===== config.mk =====
export PLATFORM = sky130hd
export DESIGN_NAME = lsu_top
export DESIGN_NICKNAME = d
export VERILOG_FILES = /design/src/hw/lsu_pkg.sv /design/src/hw/lsu_bus_ctrl.sv /design/src/hw/lsu_load_extract.sv /design/src/hw/lsu_store_align.sv /design/src/hw/lsu_top.sv
export SDC_FILE = /design/constraint.sdc
export NUM_CORES = 1
export LEC_CHECK = 0
export BUFFER_PORTS_ARGS = -buffer_cell sky130_fd_sc_hd__clkbuf_2
export CAP_MARGIN = 40
export CELL_PAD_IN_SITES_DETAIL_PLACEMENT = 1
export CELL_PAD_IN_SITES_GLOBAL_PLACEMENT = 2
export CORE_ASPECT_RATIO = 1.2
export CORE_MARGIN = 3
export CORE_UTILIZATION = 20
export CTS_CLUSTER_SIZE = 28
export DETAILED_ROUTE_END_ITERATION = 7
export GPL_TIMING_DRIVEN = 0
export PLACE_DENSITY_LB_ADDON = 0.1
export SLEW_MARGIN = 20
export SYNTH_ARGS = -nofsm -noshare
export SYNTH_HDL_FRONTEND = slang
export SYNTH_SLANG_ARGS = --single-unit

===== constraint.sdc =====
create_clock -name clk -period 1.63 [get_ports clk]
set_clock_uncertainty 0.15 [all_clocks]
set_input_delay 0.163 -clock clk [delete_from_list [all_inputs] [get_ports clk]]
set_output_delay 0.163 -clock clk [all_outputs]
set_load 0.05 [all_outputs]

===== src/hw/lsu_pkg.sv =====
package lsu_pkg;

   // ==================================================
   // Widths
   // ==================================================

   // Data bus and address width
   localparam int data_w = 32;

   // Destination register index width
   localparam int reg_idx_w = 5;

   // ==================================================
   // Bus encodings
   // ==================================================

   // AHB-Lite transfer types used by this master
   localparam logic [1:0] htrans_idle   = 2'b00;
   localparam logic [1:0] htrans_nonseq = 2'b10;

   // Access size, same codes as the low bits of hsize
   typedef enum logic [1:0] {
      size_byte = 2'b00,
      size_half = 2'b01,
      size_word = 2'b10
   } lsu_size_t;

   // ==================================================
   // Packed structs
   // ==================================================

   // Core-side load or store request
   typedef struct packed {
      logic                 write;
      lsu_size_t            size;
      logic                 sign_ext;
      logic [data_w-1:0]    addr;
      logic [data_w-1:0]    wdata;
      logic [reg_idx_w-1:0] rd;
   } lsu_req_t;

   // Captured at the end of the address phase
   typedef struct packed {
      logic                 write;
      lsu_size_t            size;
      logic                 sign_ext;
      logic [1:0]           addr_lo;
      logic [reg_idx_w-1:0] rd;
   } lsu_dphase_t;

   // Load result towards the register file
   typedef struct packed {
      logic [reg_idx_w-1:0] rd;
      logic [data_w-1:0]    data;
   } lsu_wb_t;

   // Address-phase outputs of the master
   typedef struct packed {
      logic [data_w-1:0] haddr;
      logic [1:0]        htrans;
      logic              hwrite;
      logic [2:0]        hsize;
   } ahb_addr_t;

endpackage


===== src/hw/lsu_bus_ctrl.sv =====
`timescale 1ns/10ps

module lsu_bus_ctrl (
   input  logic                 clk,
   input  logic                 rst_n,

   input  lsu_pkg::lsu_req_t    req,
   input  logic                 req_valid,
   output logic                 req_ready,

   input  logic                 hready,
   output lsu_pkg::ahb_addr_t   bus_addr,

   output logic                 addr_accept,
   output lsu_pkg::lsu_dphase_t dphase,
   output logic                 dphase_done
);

   // Data phase state
   typedef enum logic {
      dp_idle    = 1'b0,
      dp_pending = 1'b1
   } dp_state_t;

   dp_state_t            state_q;
   dp_state_t            state_d;
   lsu_pkg::lsu_dphase_t dphase_q;
   lsu_pkg::lsu_dphase_t dphase_d;

   // ==================================================
   // Address phase
   // ==================================================

   // A new address phase is only taken when the bus is ready
   assign req_ready   = hready;
   assign addr_accept = req_valid & hready;

   always_comb begin
      bus_addr.haddr  = req.addr;
      bus_addr.htrans = req_valid ? lsu_pkg::htrans_nonseq : lsu_pkg::htrans_idle;
      bus_addr.hwrite = req.write;
      bus_addr.hsize  = {1'b0, req.size};
   end

   // Fields needed once the address phase is over
   always_comb begin
      dphase_d.write    = req.write;
      dphase_d.size     = req.size;
      dphase_d.sign_ext = req.sign_ext;
      dphase_d.addr_lo  = req.addr[1:0];
      dphase_d.rd       = req.rd;
   end

   always_ff @(posedge clk or negedge rst_n) begin
      if (!rst_n) begin
         dphase_q <= '0;
      end else if (addr_accept) begin
         dphase_q <= dphase_d;
      end
   end

   // ==================================================
   // Data phase state machine
   // ==================================================

   // Moves only on hready, so a stalled phase holds its state
   always_comb begin
      state_d = state_q;
      if (hready) begin
         if (req_valid) begin
            state_d = dp_pending;
         end else begin
            state_d = dp_idle;
         end
      end
   end

   always_ff @(posedge clk or negedge rst_n) begin
      if (!rst_n) begin
         state_q <= dp_idle;
      end else begin
         state_q <= state_d;
      end
   end

   // Pending data phase completes in this cycle
   assign dphase_done = (state_q == dp_pending) & hready;
   assign dphase      = dphase_q;

endmodule


===== src/hw/lsu_load_extract.sv =====
`timescale 1ns/10ps

module lsu_load_extract (
   input  lsu_pkg::lsu_dphase_t        dphase,
   input  logic                        dphase_done,
   input  logic [lsu_pkg::data_w-1:0]  hrdata,
   output lsu_pkg::lsu_wb_t            wb,
   output logic                        wb_valid
);

   logic [7:0]  byte_lane;
   logic [15:0] half_lane;
   logic        fill;

   // ==================================================
   // Lane select
   // ==================================================

   always_comb begin
      case (dphase.addr_lo)
         2'b00:   byte_lane = hrdata[7:0];
         2'b01:   byte_lane = hrdata[15:8];
         2'b10:   byte_lane = hrdata[23:16];
         default: byte_lane = hrdata[31:24];
      endcase
      half_lane = dphase.addr_lo[1] ? hrdata[31:16] : hrdata[15:0];
   end

   // ==================================================
   // Extension and write-back
   // ==================================================

   always_comb begin
      fill    = 1'b0;
      wb.rd   = dphase.rd;
      case (dphase.size)
         lsu_pkg::size_byte: begin
            fill    = dphase.sign_ext & byte_lane[7];
            wb.data = {{24{fill}}, byte_lane};
         end
         lsu_pkg::size_half: begin
            fill    = dphase.sign_ext & half_lane[15];
            wb.data = {{16{fill}}, half_lane};
         end
         default: begin
            wb.data = hrdata;
         end
      endcase
   end

   // Stores end their data phase without a write-back
   assign wb_valid = dphase_done & ~dphase.write;

endmodule


===== src/hw/lsu_store_align.sv =====
`timescale 1ns/10ps

module lsu_store_align (
   input  logic                        clk,
   input  logic                        rst_n,
   input  lsu_pkg::lsu_req_t           req,
   input  logic                        addr_accept,
   output logic [lsu_pkg::data_w-1:0]  hwdata
);

   logic [lsu_pkg::data_w-1:0] lane_data;
   logic [lsu_pkg::data_w-1:0] hwdata_q;

   // ==================================================
   // Byte lane placement
   // ==================================================

   always_comb begin
      lane_data = '0;
      case (req.size)
         lsu_pkg::size_byte: begin
            case (req.addr[1:0])
               2'b00:   lane_data[7:0]   = req.wdata[7:0];
               2'b01:   lane_data[15:8]  = req.wdata[7:0];
               2'b10:   lane_data[23:16] = req.wdata[7:0];
               default: lane_data[31:24] = req.wdata[7:0];
            endcase
         end
         lsu_pkg::size_half: begin
            // Only bit 1 matters for an aligned halfword
            if (req.addr[1]) begin
               lane_data[31:16] = req.wdata[15:0];
            end else begin
               lane_data[15:0] = req.wdata[15:0];
            end
         end
         default: begin
            lane_data = req.wdata;
         end
      endcase
   end

   // Held for the whole data phase, including wait states
   always_ff @(posedge clk or negedge rst_n) begin
      if (!rst_n) begin
         hwdata_q <= '0;
      end else if (addr_accept) begin
         hwdata_q <= lane_data;
      end
   end

   assign hwdata = hwdata_q;

endmodule


===== src/hw/lsu_top.sv =====
`timescale 1ns/10ps

module lsu_top (
   input  logic                        clk,
   input  logic                        rst_n,

   // Core request side
   input  lsu_pkg::lsu_req_t           req,
   input  logic                        req_valid,
   output logic                        req_ready,

   // AHB-Lite data bus
   output lsu_pkg::ahb_addr_t          bus_addr,
   output logic [lsu_pkg::data_w-1:0]  hwdata,
   input  logic [lsu_pkg::data_w-1:0]  hrdata,
   input  logic                        hready,

   // Load write-back
   output lsu_pkg::lsu_wb_t            wb,
   output logic                        wb_valid
);

   // ==================================================
   // Internal connections
   // ==================================================

   lsu_pkg::lsu_dphase_t dphase;
   logic                 dphase_done;
   logic                 addr_accept;

   // Address phase and data-phase tracking
   lsu_bus_ctrl u_bus_ctrl (
      .clk         (clk),
      .rst_n       (rst_n),
      .req         (req),
      .req_valid   (req_valid),
      .req_ready   (req_ready),
      .hready      (hready),
      .bus_addr    (bus_addr),
      .addr_accept (addr_accept),
      .dphase      (dphase),
      .dphase_done (dphase_done)
   );

   // Store data onto byte lanes
   lsu_store_align u_store_align (
      .clk         (clk),
      .rst_n       (rst_n),
      .req         (req),
      .addr_accept (addr_accept),
      .hwdata      (hwdata)
   );

   // Load lane select and extension
   lsu_load_extract u_load_extract (
      .dphase      (dphase),
      .dphase_done (dphase_done),
      .hrdata      (hrdata),
      .wb          (wb),
      .wb_valid    (wb_valid)
   );

endmodule


==> results.cfg <==
[clocking]
cts_tree = yes
insertion_delay_ps = 280
clk_pin_slew_ps = 60
clk_path_buf_depth = 2
htree_levels = 2
cts-root-buf = clkbuf_16
cts_made_buffers = 5
cts.sink_count = 44

[setup_path]
r2r_end = u_bus_ctrl.dphase[9]$_DFFE_PN0P_
r2r_cells = 4
worstReg2RegStart = u_bus_ctrl.dphase[9]$_DFFE_PN0P_
arrival_ps = 1760
r2r_slack_ps = 410
crit_path_start_kind = flop
cp_cell_sequence = nand2_2 -> o211ai_1 -> buf_4 -> nor2_4 -> a221o_2 -> buf_8
cp-end-kind = primary output
critPathTopFamily = compound AO/OA/AOI/OAI gates
cpMaxStageDelayCell = dfrtp_2
crit_buf_inv = 2
cp_max_fo = 8
crit_required_ps = 1320
crit_type = flop to primary output
slowest_delay_ps = 420

[power]
p_per_area_nw_per_um2 = 1077
ir_worst_vdd_v = 0.0004584
static-leakage-power_nw = 2.511

[sta]
report.final.setup_viol = 32
rsz0062_at_grt = true
maxSlewViolCount = 0
finalHoldViolCount = 0
worstMarginPinSlew_ps = 678.9
slew_headroom = 0.5449
fin_crit_sh = 1.269
timing.final.ws_setup_ps = -438.2
fmax_mhz = 483.5
min_period_ps = 2068

[synth]
syn_avg_cell_area_um2 = 8.762
synth_area_um2 = 2813
yosys_register_bits = 44
yosysWarnings = 0
synth_cells = 321
seq_area_frac_synth = 0.3915
synth.distinct_cells = 35

[detailed_routing]
via_count = 3182
wl_per_cell_um = 16.99
ant_nets = 0
first_pass_iters = 8
initialDrtViolationCount = 139
vias_per_cell = 4.494
drc = 0
drt_wl_total_um = 12030

[placement]
dp_cells = 675
io_buffers = 185
gp_congestion = 0.7758
dp_hpwl_um = 9346

[status]
failed_checks = negative setup slack
outcome = finished with violations

[floorplan]
die_y_um = 135.9
initial_core_util = 0.2088
row_count = 46
die_w_um = 114.3
core_area_um2 = 13470
dieArea_um2 = 15530
io_pins = 218

[global_routing]
grt_pass1_vias = 3455
grt_pass1_wl_um = 18770
overflow = 0
grt_max_degree = 45
antenna_found_initial = 0
grt_usage = 0.1513

[min_path]
min_to = u_store_align.hwdata[16]$_DFFE_PN0P_
hold_depth = 3
hold_path.class = primary input to flop
hold_start = req[21]

[layout]
layoutNonFillerInstCount = 708
nets = 649
layout-drive-gt1-share = 0.6111
syn_to_final_growth_pct = 78.65
postLayoutCoreUtil = 0.3731
nFillCells = 1581
diodes = 0

[job]
cap_viol_max_count = 0
[per-layer routing]
metal | wire (um) | share of wire | vias to the layer above | track usage
met5 | 0 | 0 | - | 0
met4 | 125 | 0.010 | 0 | 0.03234
met3 | 1012 | 0.084 | 12 | 0.04452
met2 | 6376 | 0.53 | 129 | 0.2803
met1 | 4513 | 0.38 | 1518 | 0.1702
li1 | - | - | 1523 | -
[stage by stage]
step | setup slack, ps | TNS, ps | instance area (um^2) | power, mW | hold slack [ps]
floorplan | -165.5 | -2182 | 2908 | 3.168 | -282.6
global placement | -469.0 | -8887 | 4044 | 3.791 | 208.5
detailed placement | -476.3 | -9013 | 4046 | 3.807 | 118.9
CTS | -453.3 | -13860 | 5017 | 5.454 | 0.7627
global route | -532.3 | -15310 | 5025 | 5.690 | 12.59
finish | -438.2 | -12790 | 5025 | 5.409 | 10.67
[layout by cell type, fill, tap and decap left out, types with 4 or more instances in the layout]
cell,n
a22o_1,8
o21ai_0,4
o21ai_4,6
clkbuf_2,154
a222oi_1,8
dlygate4sd3_1,15
clkbuf_16,13
a22oi_2,8
mux2_2,7
dfrtp_1,41
nor2_1,42
a221oi_1,16
nand2_2,20
buf_8,12
a21oi_1,8
clkbuf_8,16
buf_6,8
a221o_2,8
nand2_1,51
buf_4,51
clkbuf_1,7
[registers in the layout, indices dropped and copies added (netlist names)]
signal / count
u_bus_ctrl.dphase: 11
u_bus_ctrl.state_q: 1
u_store_align.hwdata: 32
[tightest hold or removal path: cells and delay by family]
family / cells / cell delay [ps]
AOI/OAI and AO/OA: 1 / 70
buffers and inverters: 1 / 80
and+or+nand+nor: 1 / 90
[worst max-delay path by stage]
stage                                     start  endpoint  slack, ps  cells past startpoint
2_1_floorplan  u_bus_ctrl.dphase[6]$_DFFE_PN0P_    wb[16]       -170                      5
3_3_place_gp   u_bus_ctrl.dphase[5]$_DFFE_PN0P_     wb[1]       -470                      6
3_5_place_dp   u_bus_ctrl.dphase[5]$_DFFE_PN0P_     wb[4]       -480                      6
4_1_cts        u_bus_ctrl.dphase[6]$_DFFE_PN0P_    wb[21]       -450                      6
5_1_grt        u_bus_ctrl.dphase[6]$_DFFE_PN0P_    wb[15]       -530                      6
6_report       u_bus_ctrl.dphase[6]$_DFFE_PN0P_     wb[9]       -440                      6
[synthesized netlist by cell type, drive strengths merged]
master	n	area (um^2)
o21bai	1	7.510
dfrtp	44	1101
a22o	8	70.07
nand2	74	277.8
conb	1	3.750
nor4b	1	23.77
a22oi	8	60.06
inv	3	13.77
nand3b	1	7.510
nor3b	2	37.54
o21ai	12	60.06
buf	51	386.6
o21a	2	16.27
o22a	1	17.52
a221o	8	80.08
and2	1	6.260
a222oi	8	80.08
a21o	2	16.27
nor2	45	173.9
mux2	7	78.83
clkbuf	10	47.54
a221oi	16	140.1
o211ai	1	7.510
mux2i	2	20.02
nor3	2	26.28
nor2b	2	12.51
a21oi	8	40.04
[cell type report]
cell class / instances / area, um^2 / share of cell area
repair buffers: 213 / 1603 / 0.3190
multi-input cells: 214 / 1505 / 0.2996
flip-flops and latches: 44 / 1105 / 0.2199
plain buffers: 59 / 430.4 / 0.08566
well taps: 168 / 210.2 / 0.04183
clock buffers: 7 / 152.6 / 0.03038
inverters: 3 / 18.77 / 0.003735
[cells by family after synthesis]
| family | Yosys count | synth area share |
|---|---|---|
| compound gates | 75 | 0.2118 |
| mux | 9 | 0.03514 |
| flops | 44 | 0.3915 |
| simple gates | 128 | 0.2011 |
| buf+inv | 64 | 0.1592 |
| other cells | 1 | 0.001333 |
[repair_timing]
item | CTS | global route
resized for setup | 128 | 16
hold buffers | 15 | 0
setup endpoints to repair | 32 | 32
hold endpoints to repair | 58 | 0
setup buffers | 13 | 0
cloned | 2 | 0
pin swaps | 11 | 9
[report_power, final]
part	internal, mW	total [mW]	switching, mW
logic	1.10	3.02	1.91
clock network	0.644	1.06	0.416
registers	1.24	1.33	0.0937
Power figures use the tool's default switching activity.
